### src/hw/vshift_defines.svh
//----------------------------------------
// Widths and register map of the vector shift unit
// Include wherever a width or a bus address is needed
//----------------------------------------
`ifndef VSHIFT_DEFINES_SVH
`define VSHIFT_DEFINES_SVH

`define VSHIFT_DATA_W       64
`define VSHIFT_NUM_BYTES    8
`define VSHIFT_BYTE_W       8
`define VSHIFT_NUM_OSIZES   4

`define VSHIFT_WB_DW        32
`define VSHIFT_WB_AW        3

// Word addresses
`define VSHIFT_ADR_SRCA_LO  3'd0
`define VSHIFT_ADR_SRCA_HI  3'd1
`define VSHIFT_ADR_SRCB_LO  3'd2
`define VSHIFT_ADR_SRCB_HI  3'd3
`define VSHIFT_ADR_CTRL     3'd4
`define VSHIFT_ADR_STATUS   3'd5
`define VSHIFT_ADR_RES_LO   3'd6
`define VSHIFT_ADR_RES_HI   3'd7

// CTRL fields, op and osize are 2 bits wide
`define VSHIFT_CTRL_OP_LSB     0
`define VSHIFT_CTRL_OSIZE_LSB  4
`define VSHIFT_CTRL_START_BIT  8

`endif

### src/hw/vshift_dp_pkg.sv
//----------------------------------------
// Datapath types of the packed-SIMD shifter
//----------------------------------------
`default_nettype none

`include "vshift_defines.svh"

package vshift_dp_pkg;

    typedef logic [`VSHIFT_BYTE_W-1:0] byte_t;
    typedef logic [`VSHIFT_DATA_W-1:0] vdata_t;
    typedef byte_t [`VSHIFT_NUM_BYTES-1:0] byte_vec_t;  // Byte view of vdata_t

    // Element width
    typedef enum logic [1:0] {
        E8  = 2'd0,
        E16 = 2'd1,
        E32 = 2'd2,
        E64 = 2'd3
    } osize_e;

    typedef logic [`VSHIFT_NUM_OSIZES-1:0] osize_vec_t;  // One bit per osize
    typedef logic [`VSHIFT_NUM_BYTES-1:0]  merge_vec_t;  // Bit i: bytes i and i+1 share an element

    // Low 3 bits shift inside a byte, upper 3 bits move whole bytes
    typedef logic [5:0] shamt_sel_t;

    typedef enum logic [1:0] {
        SLL = 2'd0,
        SRL = 2'd1,
        SRA = 2'd2  // Code 3 is illegal
    } shift_op_e;

endpackage

`default_nettype wire

### src/hw/vshift_bus_pkg.sv
//----------------------------------------
// Bus side types: Wishbone words, register
// indices and the execute FSM states
//----------------------------------------
`default_nettype none

`include "vshift_defines.svh"

package vshift_bus_pkg;

    typedef logic [`VSHIFT_WB_AW-1:0] wb_adr_t;
    typedef logic [`VSHIFT_WB_DW-1:0] wb_data_t;

    typedef enum logic [`VSHIFT_WB_AW-1:0] {
        REG_SRCA_LO = `VSHIFT_ADR_SRCA_LO,
        REG_SRCA_HI = `VSHIFT_ADR_SRCA_HI,
        REG_SRCB_LO = `VSHIFT_ADR_SRCB_LO,
        REG_SRCB_HI = `VSHIFT_ADR_SRCB_HI,
        REG_CTRL    = `VSHIFT_ADR_CTRL,
        REG_STATUS  = `VSHIFT_ADR_STATUS,
        REG_RES_LO  = `VSHIFT_ADR_RES_LO,
        REG_RES_HI  = `VSHIFT_ADR_RES_HI
    } reg_idx_e;

    typedef enum logic [1:0] {IDLE, EXEC, DONE} exec_state_e;

endpackage

`default_nettype wire

### src/hw/vshift_op_if.sv
//----------------------------------------
// One shift operation from the register block
// to the execute unit, and its reply
//----------------------------------------
`default_nettype none

interface vshift_op_if
    import vshift_dp_pkg::*;
();

    vdata_t    srca;
    vdata_t    srcb;
    shift_op_e op;
    osize_e    osize;
    logic      start;   // One-cycle pulse, never while busy
    logic      busy;
    logic      done;    // One-cycle pulse with result valid
    vdata_t    result;

    modport regs (output srca, srcb, op, osize, start, input busy, done, result);
    modport exec (input srca, srcb, op, osize, start, output busy, done, result);

endinterface

`default_nettype wire

### src/hw/wb_vshift_regs.sv
//----------------------------------------
// Wishbone classic slave with the operand,
// control, status and result registers
//----------------------------------------
`default_nettype none

`include "vshift_defines.svh"

module wb_vshift_regs
    import vshift_dp_pkg::*;
    import vshift_bus_pkg::*;
(
    input  logic     clk,
    input  logic     rst_n,
    input  logic     cyc,
    input  logic     stb,
    input  logic     we,
    input  wb_adr_t  adr,
    input  wb_data_t dat_w,
    output wb_data_t dat_r,
    output logic     ack,
    vshift_op_if.regs op_port
);

    localparam int DW = `VSHIFT_WB_DW;

    vdata_t    srca_q;
    vdata_t    srcb_q;
    shift_op_e ctrl_op;
    osize_e    ctrl_osize;
    logic      start_q;
    logic      done_q;
    logic      error_q;
    logic      busy_any;
    logic      wr_en;
    logic      op_bad;
    wb_data_t  rd_mux;

    assign busy_any = start_q | op_port.busy;   // Busy from the start cycle on
    assign wr_en    = ack & cyc & stb & we;      // Write lands at the ack edge
    assign op_bad   = (dat_w[`VSHIFT_CTRL_OP_LSB +: 2] == 2'd3);

    always_comb begin
        rd_mux = '0;
        case (reg_idx_e'(adr))
            REG_SRCA_LO: rd_mux = srca_q[DW-1:0];
            REG_SRCA_HI: rd_mux = srca_q[2*DW-1:DW];
            REG_SRCB_LO: rd_mux = srcb_q[DW-1:0];
            REG_SRCB_HI: rd_mux = srcb_q[2*DW-1:DW];
            REG_CTRL: begin
                rd_mux[`VSHIFT_CTRL_OP_LSB +: 2]    = ctrl_op;
                rd_mux[`VSHIFT_CTRL_OSIZE_LSB +: 2] = ctrl_osize;
            end
            REG_STATUS:  rd_mux[2:0] = {error_q, done_q, busy_any};
            REG_RES_LO:  rd_mux = op_port.result[DW-1:0];
            REG_RES_HI:  rd_mux = op_port.result[2*DW-1:DW];
            default:     rd_mux = '0;
        endcase
    end

    // One wait state, ack drops even if stb stays high
    always_ff @(posedge clk or negedge rst_n) begin
        if (!rst_n) begin
            ack   <= 1'b0;
            dat_r <= '0;
        end else begin
            ack <= cyc & stb & ~ack;
            if (cyc && stb && !ack) begin
                dat_r <= rd_mux;
            end
        end
    end

    always_ff @(posedge clk or negedge rst_n) begin
        if (!rst_n) begin
            srca_q     <= '0;
            srcb_q     <= '0;
            ctrl_op    <= SLL;
            ctrl_osize <= E8;
            start_q    <= 1'b0;
            done_q     <= 1'b0;
            error_q    <= 1'b0;
        end else begin
            start_q <= 1'b0;
            if (op_port.done) begin
                done_q <= 1'b1;    // Sticky until the next start
            end
            if (wr_en) begin
                case (reg_idx_e'(adr))
                    REG_SRCA_LO: srca_q[DW-1:0]    <= dat_w;
                    REG_SRCA_HI: srca_q[2*DW-1:DW] <= dat_w;
                    REG_SRCB_LO: srcb_q[DW-1:0]    <= dat_w;
                    REG_SRCB_HI: srcb_q[2*DW-1:DW] <= dat_w;
                    REG_CTRL: if (!busy_any) begin
                        ctrl_op    <= shift_op_e'(dat_w[`VSHIFT_CTRL_OP_LSB +: 2]);
                        ctrl_osize <= osize_e'(dat_w[`VSHIFT_CTRL_OSIZE_LSB +: 2]);
                        if (dat_w[`VSHIFT_CTRL_START_BIT]) begin
                            done_q  <= 1'b0;
                            error_q <= op_bad;
                            start_q <= ~op_bad;
                        end
                    end
                    default: ;  // STATUS and RES are read only
                endcase
            end
        end
    end

    assign op_port.srca  = srca_q;
    assign op_port.srcb  = srcb_q;
    assign op_port.op    = ctrl_op;
    assign op_port.osize = ctrl_osize;
    assign op_port.start = start_q;

    a_ack_needs_req: assert property (@(posedge clk) disable iff (!rst_n)
        $rose(ack) |-> $past(cyc && stb));

endmodule

`default_nettype wire

### src/flat_wrapper.sv
// flat-port wrapper written by rule: the top's interface ports become plain ports
module wb_vshift_regs_flat import vshift_dp_pkg::*; import vshift_bus_pkg::*;
  (clk, rst_n, cyc, stb, we, adr, dat_w, dat_r, ack, op_port_srca, op_port_srcb, op_port_op, op_port_osize, op_port_start, op_port_busy, op_port_done, op_port_result);
  vshift_op_if op_port_i ();
  input  logic clk;
  input  logic rst_n;
  input  logic cyc;
  input  logic stb;
  input  logic we;
  input  wb_adr_t adr;
  input  wb_data_t dat_w;
  output wb_data_t dat_r;
  output logic ack;
  output wire logic [$bits(op_port_i.srca)-1:0] op_port_srca;
  output wire logic [$bits(op_port_i.srcb)-1:0] op_port_srcb;
  output wire logic [$bits(op_port_i.op)-1:0] op_port_op;
  output wire logic [$bits(op_port_i.osize)-1:0] op_port_osize;
  output wire logic [$bits(op_port_i.start)-1:0] op_port_start;
  input wire logic [$bits(op_port_i.busy)-1:0] op_port_busy;
  input wire logic [$bits(op_port_i.done)-1:0] op_port_done;
  input wire logic [$bits(op_port_i.result)-1:0] op_port_result;
  assign op_port_srca = op_port_i.srca;
  assign op_port_srcb = op_port_i.srcb;
  assign op_port_op = op_port_i.op;
  assign op_port_osize = op_port_i.osize;
  assign op_port_start = op_port_i.start;
  assign op_port_i.busy = op_port_busy;
  assign op_port_i.done = op_port_done;
  assign op_port_i.result = op_port_result;
  wb_vshift_regs u_core (.clk(clk), .rst_n(rst_n), .cyc(cyc), .stb(stb), .we(we), .adr(adr), .dat_w(dat_w), .dat_r(dat_r), .ack(ack), .op_port(op_port_i));
endmodule
### config.mk
export PLATFORM = sky130hd
export DESIGN_NAME = wb_vshift_regs_flat
export DESIGN_NICKNAME = d
export VERILOG_FILES = /design/src/hw/vshift_dp_pkg.sv /design/src/hw/vshift_bus_pkg.sv /design/src/hw/vshift_op_if.sv /design/src/hw/wb_vshift_regs.sv /design/src/flat_wrapper.sv
export VERILOG_INCLUDE_DIRS = /design/src /design/src/hw
export SDC_FILE = /design/constraint.sdc
export NUM_CORES = 1
export LEC_CHECK = 0
export ABC_AREA = 1
export BUFFER_PORTS_ARGS = -buffer_cell sky130_fd_sc_hd__buf_2
export CORE_ASPECT_RATIO = 2
export CORE_MARGIN = 2
export CORE_UTILIZATION = 51
export CTS_CLUSTER_DIAMETER = 150
export CTS_CLUSTER_SIZE = 30
export DETAILED_ROUTE_END_ITERATION = 8
export PLACE_DENSITY_LB_ADDON = 0.08
export SKIP_LAST_GASP = 1
export SYNTH_ARGS = -nofsm -noshare
export SYNTH_HDL_FRONTEND = slang
export SYNTH_SLANG_ARGS = --single-unit
### constraint.sdc
create_clock -name clk -period 1.7 [get_ports clk]
set_input_delay 0.17 -clock clk [delete_from_list [all_inputs] [get_ports clk]]
set_output_delay 0.17 -clock clk [all_outputs]
set_load 0.02 [all_outputs]
==> metrics, run 1 <==
DRT antenna net count=0; clk slew on worst S/H paths=about 70 ps; root buffer cell=clkbuf_16; Distinct cells, synth=20; GRT overflow=0; cts hold-fix bufs=2; WHS=10.5 ps; Setup CP Type=flip-flop to flip-flop; Final Skew=~8.2 ps; commonest non-fill, non-tap cell in the layout=nand2_1; first-pass GRT wire length=around 42000 um; Final Hold Fails=0; RD Place Congestion=between 0.9 and 1; area delta synth->final=28.9%; Post-route DRC=0; CP endpoint kind=flip-flop; MaxCap Viol Count=0; initial drt markers=between 500 and 600; Final #Nets=around 1.4k; Core Area=around 0.016 mm^2; Fmax=about 670 MHz; # port buffers=approximately 270; peak fanout along the critical path=8; Reg power frac=0.450; Reg2Reg Setup Slack=about 210 ps; switching power total=2.93 mW; syn_nets=approximately 1.2k; Final WS setup=roughly 210 ps; dpl cell area=0.00987 mm^2; clock sinks=around 170; Register-to-Register Path Depth=5; RSZ-0062 raised after global routing=false; GRT Total Usage=0.328; TritonRoute pass-1 iters=5; Cells after Synth=roughly 1.1k; worst skew pair latency=around 430 ps; pin count of the biggest net entering global routing=65; Post-Place Setup Slack=about 140 ps; yosys warns=0; diodes inserted=0; Worst Path Arrival=roughly 1800 ps; Gate power share=0.167; cts repair resizes=0; layout cell share with drive strength beyond 1=0.259; hold path depth=4; vias per cell=between 5 and 6; # placed instances=~1.5k; Worst Hold Class=input port to flip-flop; design area=between 0.01 and 0.015 mm^2; Fin Setup TNS=0 ps; internal power=about 7 mW; relative slew slack=0.673; Data required, critical path=roughly 2000 ps; P_leak=a little under 6 nW; pwr dens=around 960 mW/mm^2; vias=just over 8k; Final Cycle Share=0.877; Post-Syn Area=just over 0.008 mm^2; post-route insts no fill=roughly 1.5k; CTS max path bufs=2; total die area=around 0.017 mm^2; final WL=around 27000 um; final setup fails=0; vias in the first global route=just under 8k; TritonCTS clock tree=done; DIE HEIGHT=182 um; status=completed; peak supply drop=approximately 0.81 mV; slew at the pin closest to its max-slew limit=roughly 490 ps; clock network fraction of total power=0.383; initial core utilization=0.517; Startpoint Class=flip-flop; I/O Pins=272; dpl hpwl=slightly below 20000 um; antenna violations before repair=0; Seq/Total Area, Yosys=0.518; sw frac=0.290; H-tree depth=4; row count=65; Tmin final=~1500 ps; Post-CTS Setup Repair Bufs=0; #FFs+latches synth=approximately 170; chip width=93.2 um; Mapped Avg Cell Area=roughly 7.6 um^2; most frequent cells in the layout=367 x nand2_1, 269 x buf_2, 168 x dfrtp_1; CTS buffer count=17; Final Slew Violations=0; wire per inst=between 15 and 20 um
[registers in the layout, summed over array words and instances (netlist names)]
signal,count
u_core.op_port.srca,64
u_core.dat_r,32
u_core.op_port.op,2
u_core.op_port.srcb,64
u_core.op_port.start,1
u_core.error_q,1
u_core.op_port.osize,2
u_core.ack,1
u_core.done_q,1
[worst max-delay path, stage by stage, from the launching register on]
cell	delay, ps
dfrtp_1	400
nand2_1	80
nor2_2	320
nand3_1	330
nand2_1	140
o21ai_0	100
[logic make-up (layout without fill, tap and decap cells)]
group	after synthesis	in the layout	share of synthesized area
simple gates	561	561	0.297
buf+inv	170	436	0.0843
flops	168	168	0.518
compound gates	163	163	0.101
[area by class of cell]
cell class	count	area [um^2]
Sequential cell	168	4200
Multi-Input combinational cell	724	3260
Clock buffer	21	450
Fill cell	1396	5230
Timing Repair Buffer	309	1810
Inverter	98	370
Tap cell	201	251
Clock inverter	8	125
[cell usage after synthesis]
library cell	number	area share
inv_2	1	0.00046
buf_2	34	0.021
nand2_2	1	0.00077
clkbuf_2	1	0.00062
o21a_1	3	0.0028
inv_4	1	0.00077
inv_1	96	0.044
nor2_1	46	0.021
nand3_1	64	0.039
buf_1	2	0.00092
nor3_1	1	0.00062
nand2_1	367	0.17
dfrtp_1	168	0.52
nand4_2	1	0.0015
clkbuf_1	35	0.016
nor2_2	4	0.0031
nand4_1	75	0.058
o21ai_0	159	0.098
o21ai_1	1	0.00062
nand3_2	2	0.0025
[path summary, 6_finish.rpt]
| kind | start | to |
|---|---|---|
| max | u_core.ack | u_core.op_port.op[0] |
| min | dat_w[1] | u_core.op_port.start |
| max reg2reg | u_core.ack | u_core.op_port.op[0] |
| min reg2reg | u_core.dat_r[10] | u_core.dat_r[10] |
| max in group asynchronous | rst_n | u_core.op_port.srcb[61] |
| min in group asynchronous | rst_n | u_core.op_port.srcb[41] |
[metal layers]
metal,track usage,share of wire
met3,0.0603,0.072
met1,0.380,0.36
met5,0,0
met2,0.555,0.51
met4,0.198,0.061
[power by group through the flow]
stage	Clock (mW)	Sequential [mW]	Combinational (mW)
2_1_floorplan	0	4.92	0.539
3_3_place_gp	0	4.61	1.67
3_5_place_dp	0	4.61	1.69
4_1_cts	3.91	4.54	1.70
5_1_grt	4.07	4.57	1.85
6_report	3.87	4.54	1.69
[stage by stage]
step	utilization	total power, mW
4_1_cts	0.667	10.2
3_3_place_gp	0.629	6.27
5_1_grt	0.667	10.5
3_5_place_dp	0.629	6.30
6_report	0.667	10.1
2_1_floorplan	-	5.46
No activity file was read; power rests on OpenSTA's default activity.
==> run 2, diff against run 1 <==
- CORE_UTILIZATION: 51 -> 50
==> metrics, run 2 (synthesis results as in run 1) <==
GRT Total Usage=0.326 (-0.00224); DRT antenna net count=0 (unchanged); Tmin final=1450 ps (-39.4 ps); relative slew slack=0.702 (+0.0291); # port buffers=271 (unchanged); row count=65 (unchanged); pwr dens=960 mW/mm^2 (-0.53%); wire per inst=18.0 um (+1.7%); TritonRoute pass-1 iters=6 (+1); worst skew pair latency=430 ps (about the same); dpl cell area=0.00992 mm^2 (+0.53%); first-pass GRT wire length=42600 um (+0.51%); sw frac=0.295 (+0.00525); switching power total=2.99 mW (+2.2%); clk slew on worst S/H paths=60 ps (about the same); Reg power frac=0.447 (-0.003); post-route insts no fill=1542 (+0.85%); slew at the pin closest to its max-slew limit=447 ps (-41.8 ps); status=completed; initial drt markers=460 (-8.7%); RD Place Congestion=0.910 (+1.0%); Startpoint Class=flip-flop; design area=0.0106 mm^2 (+0.90%); Final #Nets=1433 (+0.63%); final setup fails=0 (unchanged); peak supply drop=0.812 mV (+0.53%); commonest non-fill, non-tap cell in the layout=nand2_1; clock sinks=168 (unchanged); TritonCTS clock tree=done; Power Total=10.1 mW (+0.36%); WHS=37.4 ps (+27.0 ps); vias in the first global route=7994 (+0.60%); total die area=0.0173 mm^2 (+1.9%); vias=8404 (+1.7%); H-tree depth=4 (unchanged); Final Cycle Share=0.854 (-0.0232); chip width=94.1 um (+0.95%); peak fanout along the critical path=26 (+18); Final Skew=7.07 ps (-1.17 ps); vias per cell=5.45 (+0.81%); crit path launch=u_core.ack; CTS buffer count=17 (unchanged); Core Area=0.0159 mm^2 (+1.0%); # placed instances=1505 (+0.47%); Fin Setup TNS=0 ps (unchanged); crit path to=u_core.op_port.srcb[10]; Reg2Reg Setup Slack=250 ps (+40 ps); Data required, critical path=2000 ps (about the same); MaxCap Viol Count=0 (unchanged); clock network fraction of total power=0.384 (about the same); r2r startpoint=u_core.ack; CTS max path bufs=2 (unchanged); GRT overflow=0 (unchanged); DIE HEIGHT=184 um (+0.97%); most frequent cells in the layout=367 x nand2_1, 269 x buf_2, 168 x dfrtp_1; Gate power share=0.169 (+0.002); final WL=27800 um (+2.6%); pin count of the biggest net entering global routing=64 (-1.5%); Setup CP Type=flip-flop to flip-flop; initial core utilization=0.512 (-0.00531); P_leak=5.96 nW (+1.0%); CP endpoint kind=flip-flop; dpl hpwl=20000 um (+2.7%); Final Slew Violations=0 (unchanged); Final Hold Fails=0 (unchanged); Register-to-Register Path Depth=7 (+2); area delta synth->final=30.0%; RR Endpoint=u_core.op_port.srcb[10]; I/O Pins=272 (unchanged); internal power=7.15 mW (-0.38%); Worst Path Arrival=1750 ps (-40 ps); root buffer cell=clkbuf_16; fillers=1474 (+5.6%); Post-CTS Setup Repair Bufs=0 (unchanged); antenna violations before repair=0 (unchanged); RSZ-0062 raised after global routing=false; Worst Hold Class=input port to flip-flop; layout cell share with drive strength beyond 1=0.265 (+0.00589); Post-route DRC=0 (unchanged); Fmax=689 MHz (+2.7%)
==> run 2: stage by stage <==
step / utilization / setup WS, ps
after floorplan: - / 219
after global placement: 0.626 / 257
after detailed placement: 0.626 / 212
after CTS: 0.666 / 251
after global routing: 0.666 / 179
final: 0.666 / 249
==> run 2: worst min-delay path by stage <==
stage	start	to	slack, ps	cells past startpoint
after floorplan	rst_n	u_core.ack	-130	0
after global placement	rst_n	u_core.dat_r[9]	100	1
after detailed placement	rst_n	u_core.dat_r[10]	100	1
after CTS	dat_w[26]	u_core.op_port.srcb[58]	30	3
after global routing	dat_w[28]	u_core.op_port.srcb[60]	60	3
final	dat_w[26]	u_core.op_port.srcb[58]	40	3
==> run 2: area by class of cell <==
cell class | instances | area, um^2 | area share
sequential | 168 | 4200 | 0.398
multi-input combinational | 724 | 3260 | 0.309
timing repair buffer | 318 | 1880 | 0.178
clock buffer | 22 | 474 | 0.0449
inverter | 98 | 370 | 0.0351
tap | 201 | 251 | 0.0238
clock inverter | 10 | 120 | 0.0114
antenna | 1 | 2.50 | 0.000237
==> run 2: critical path, cell delays in order, from the launching register on <==
cell	delay (ps)
dfrtp_1	400
nand2_1	80
nor2_2	100
buf_4	190
nand3_2	110
buf_4	260
nand2_1	80
o21ai_0	80
==> run 2: what timing repair did <==
action,4_1_cts,5_1_grt
endpoints found under the hold margin,41,0
gates resized for setup,0,0
hold buffers,4,0
==> run 2: metal layers <==
metal | routed length, um | part of all wire | vias up | track usage
met3 | 1730 | 0.062 | 87 | 0.0560
met5 | 0 | 0 | - | 0
li1 | - | - | 3977 | -
met4 | 1600 | 0.057 | 0 | 0.194
met1 | 10200 | 0.37 | 3969 | 0.374
met2 | 14300 | 0.51 | 371 | 0.558
==> run 2: power groups by stage <==
stage	Combinational (mW)	Sequential (mW)	Clock [mW]
after CTS	1.72	4.53	3.93
after detailed placement	1.71	4.60	0
after floorplan	0.539	4.92	0
after global routing	1.87	4.57	4.07
after global placement	1.69	4.60	0
final	1.71	4.54	3.89
==> run 3, diff against run 2 <==
- CORE_UTILIZATION: 50 -> 40
==> metrics, run 3 (synthesis results as in run 1) <==
dpl hpwl=21100 um (+5.4%); H-tree depth=4 (unchanged); final WL=29500 um (+6.2%); status=completed; # placed instances=1564 (+3.9%); first-pass GRT wire length=45600 um (+7.0%); Reg power frac=0.458 (+0.011); DIE HEIGHT=205 um (+12%); Final #Nets=1429 (-0.28%); CP max stage delay=410 ps (about the same); DRT antenna net count=0 (unchanged); wire per inst=18.5 um (+2.5%); Setup CP Type=flip-flop to flip-flop; total die area=0.0215 mm^2 (+24%); root buffer cell=clkbuf_16; slew at the pin closest to its max-slew limit=546 ps (+99.2 ps); Fmax=687 MHz (-0.30%); Core Area=0.0199 mm^2 (+26%); MaxCap Viol Count=0 (unchanged); Data required, critical path=1990 ps (about the same); worst skew pair latency=430 ps (about the same); pin count of the biggest net entering global routing=65 (+1.6%); GRT Total Usage=0.278 (-0.0478); cts repair resizes=0 (unchanged); GRT overflow=0 (unchanged); RSZ-0062 raised after global routing=false; peak fanout along the critical path=38 (+46%); Final Skew=11.9 ps (+4.88 ps); CP endpoint kind=flip-flop; vias=8145 (-3.1%); sw frac=0.304 (+0.00903); Gate power share=0.172 (+0.003); crit path max-delay cell type=dfrtp_1; CTS buffer count=17 (unchanged); RD Place Congestion=0.862 (-5.3%); clock network fraction of total power=0.370 (-0.014); Worst Path Arrival=1740 ps (about the same); pwr dens=941 mW/mm^2 (-1.9%); switching power total=3.01 mW (+0.84%); clk slew on worst S/H paths=70 ps (about the same); TritonCTS clock tree=done; commonest non-fill, non-tap cell in the layout=nand2_1; Post-CTS Setup Repair Bufs=0 (unchanged); Power Total=9.92 mW (-2.2%); row count=73 (+12%); final setup fails=0 (unchanged); peak supply drop=0.698 mV (-14%); Final Slew Violations=0 (unchanged); vias in the first global route=8048 (+0.68%); Final Hold Fails=0 (unchanged); crit-path cells=nand2_1, nor2_2, buf_4, nand3_2, buf_4, nand2_1, o21ai_0; TritonRoute pass-1 iters=5 (-1); Tmin final=1460 ps (+4.33 ps); Worst Hold Class=input port to flip-flop; Startpoint Class=flip-flop; P_leak=5.92 nW (-0.61%); internal power=6.90 mW (-3.4%); initial core utilization=0.408 (-0.104); area delta synth->final=29.7%; clock sinks=168 (unchanged); diodes inserted=0 (-1); layout cell share with drive strength beyond 1=0.264 (-0.000704); Fin Setup TNS=0 ps (unchanged); most frequent cells in the layout=367 x nand2_1, 269 x buf_2, 168 x dfrtp_1; cts hold-fix bufs=2 (-2); chip width=105 um (+11%); fillers=2048 (+39%); relative slew slack=0.634 (-0.0675); post-route insts no fill=1598 (+3.6%); Final Cycle Share=0.856 (+0.00255); CTS max path bufs=2 (unchanged); I/O Pins=272 (unchanged); antenna violations before repair=1 (+1); Post-route DRC=0 (unchanged); vias per cell=5.10 (-6.5%); # port buffers=271 (unchanged); initial drt markers=366 (-20%)
==> run 3: cell types whose count changed in the layout (fill, tap and decap cells not counted), sizes merged <==
| cell | previous run | this run |
|---|---|---|
| dlygate4sd3 | 4 | 2 |
| diode | 1 | 0 |
| clkinv | 6 | 11 |
| clkbuf | 22 | 20 |
| clkinvlp | 2 | 0 |
| bufinv | 2 | 1 |
| buf | 314 | 312 |
==> run 3: per-stage QoR <==
| stage | instance area, um^2 | hold slack (ps) | util | setup WS, ps |
|---|---|---|---|---|
| after floorplan | 8120 | -126 | - | 219 |
| after global placement | 9960 | 97.5 | 0.500 | 214 |
| after detailed placement | 9960 | 97.9 | 0.500 | 213 |
| after CTS | 10500 | 29.6 | 0.529 | 230 |
| after global routing | 10500 | 61.8 | 0.529 | 134 |
| final | 10500 | 37.0 | 0.529 | 244 |
==> run 3: final cells by class <==
| type | count | area (um^2) | share of cell area |
|---|---|---|---|
| Sequential cell | 168 | 4200 | 0.399 |
| Multi-Input combinational cell | 724 | 3260 | 0.310 |
| Timing Repair Buffer | 314 | 1820 | 0.173 |
| Clock buffer | 20 | 447 | 0.0424 |
| Inverter | 98 | 370 | 0.0352 |
| Tap cell | 262 | 328 | 0.0311 |
| Clock inverter | 12 | 104 | 0.00986 |
==> run 3: critical path: cells and delay by family (launching register included) <==
kind            cells  cell delay (ps)
simple gates        4              370
buf+inv             2              450
flops               1              410
compound gates      1               80
==> run 3: final timing paths <==
check / slack [ps] / cells past startpoint / from / end
worst min register to register: 470 / 2 / u_core.dat_r[24] / u_core.dat_r[24]
max in group asynchronous: 830 / 3 / rst_n / u_core.dat_r[30]
min in group asynchronous: 210 / 2 / rst_n / u_core.op_port.srca[42]
worst max-delay path: 240 / 7 / u_core.ack / u_core.op_port.srca[19]
worst max register to register: 240 / 7 / u_core.ack / u_core.op_port.srca[19]
worst min-delay path: 40 / 3 / dat_w[26] / u_core.op_port.srcb[58]
==> run 3: power groups by stage <==
stage / logic [mW] / clock network (mW) / registers (mW)
after floorplan: 0.539 / 0 / 4.92
after global placement: 1.71 / 0 / 4.61
after detailed placement: 1.72 / 0 / 4.61
after CTS: 1.73 / 3.73 / 4.54
after global routing: 1.87 / 3.92 / 4.57
final: 1.71 / 3.67 / 4.54
==> run 3: per-layer routing <==
layer,share of wire,wire [um],vias up,GRT usage
met5,0.00034,10,-,0
met4,0.045,1330,2,0.137
met3,0.054,1590,67,0.0478
met2,0.52,15500,318,0.496
met1,0.38,11100,3789,0.318
li1,-,-,3969,-
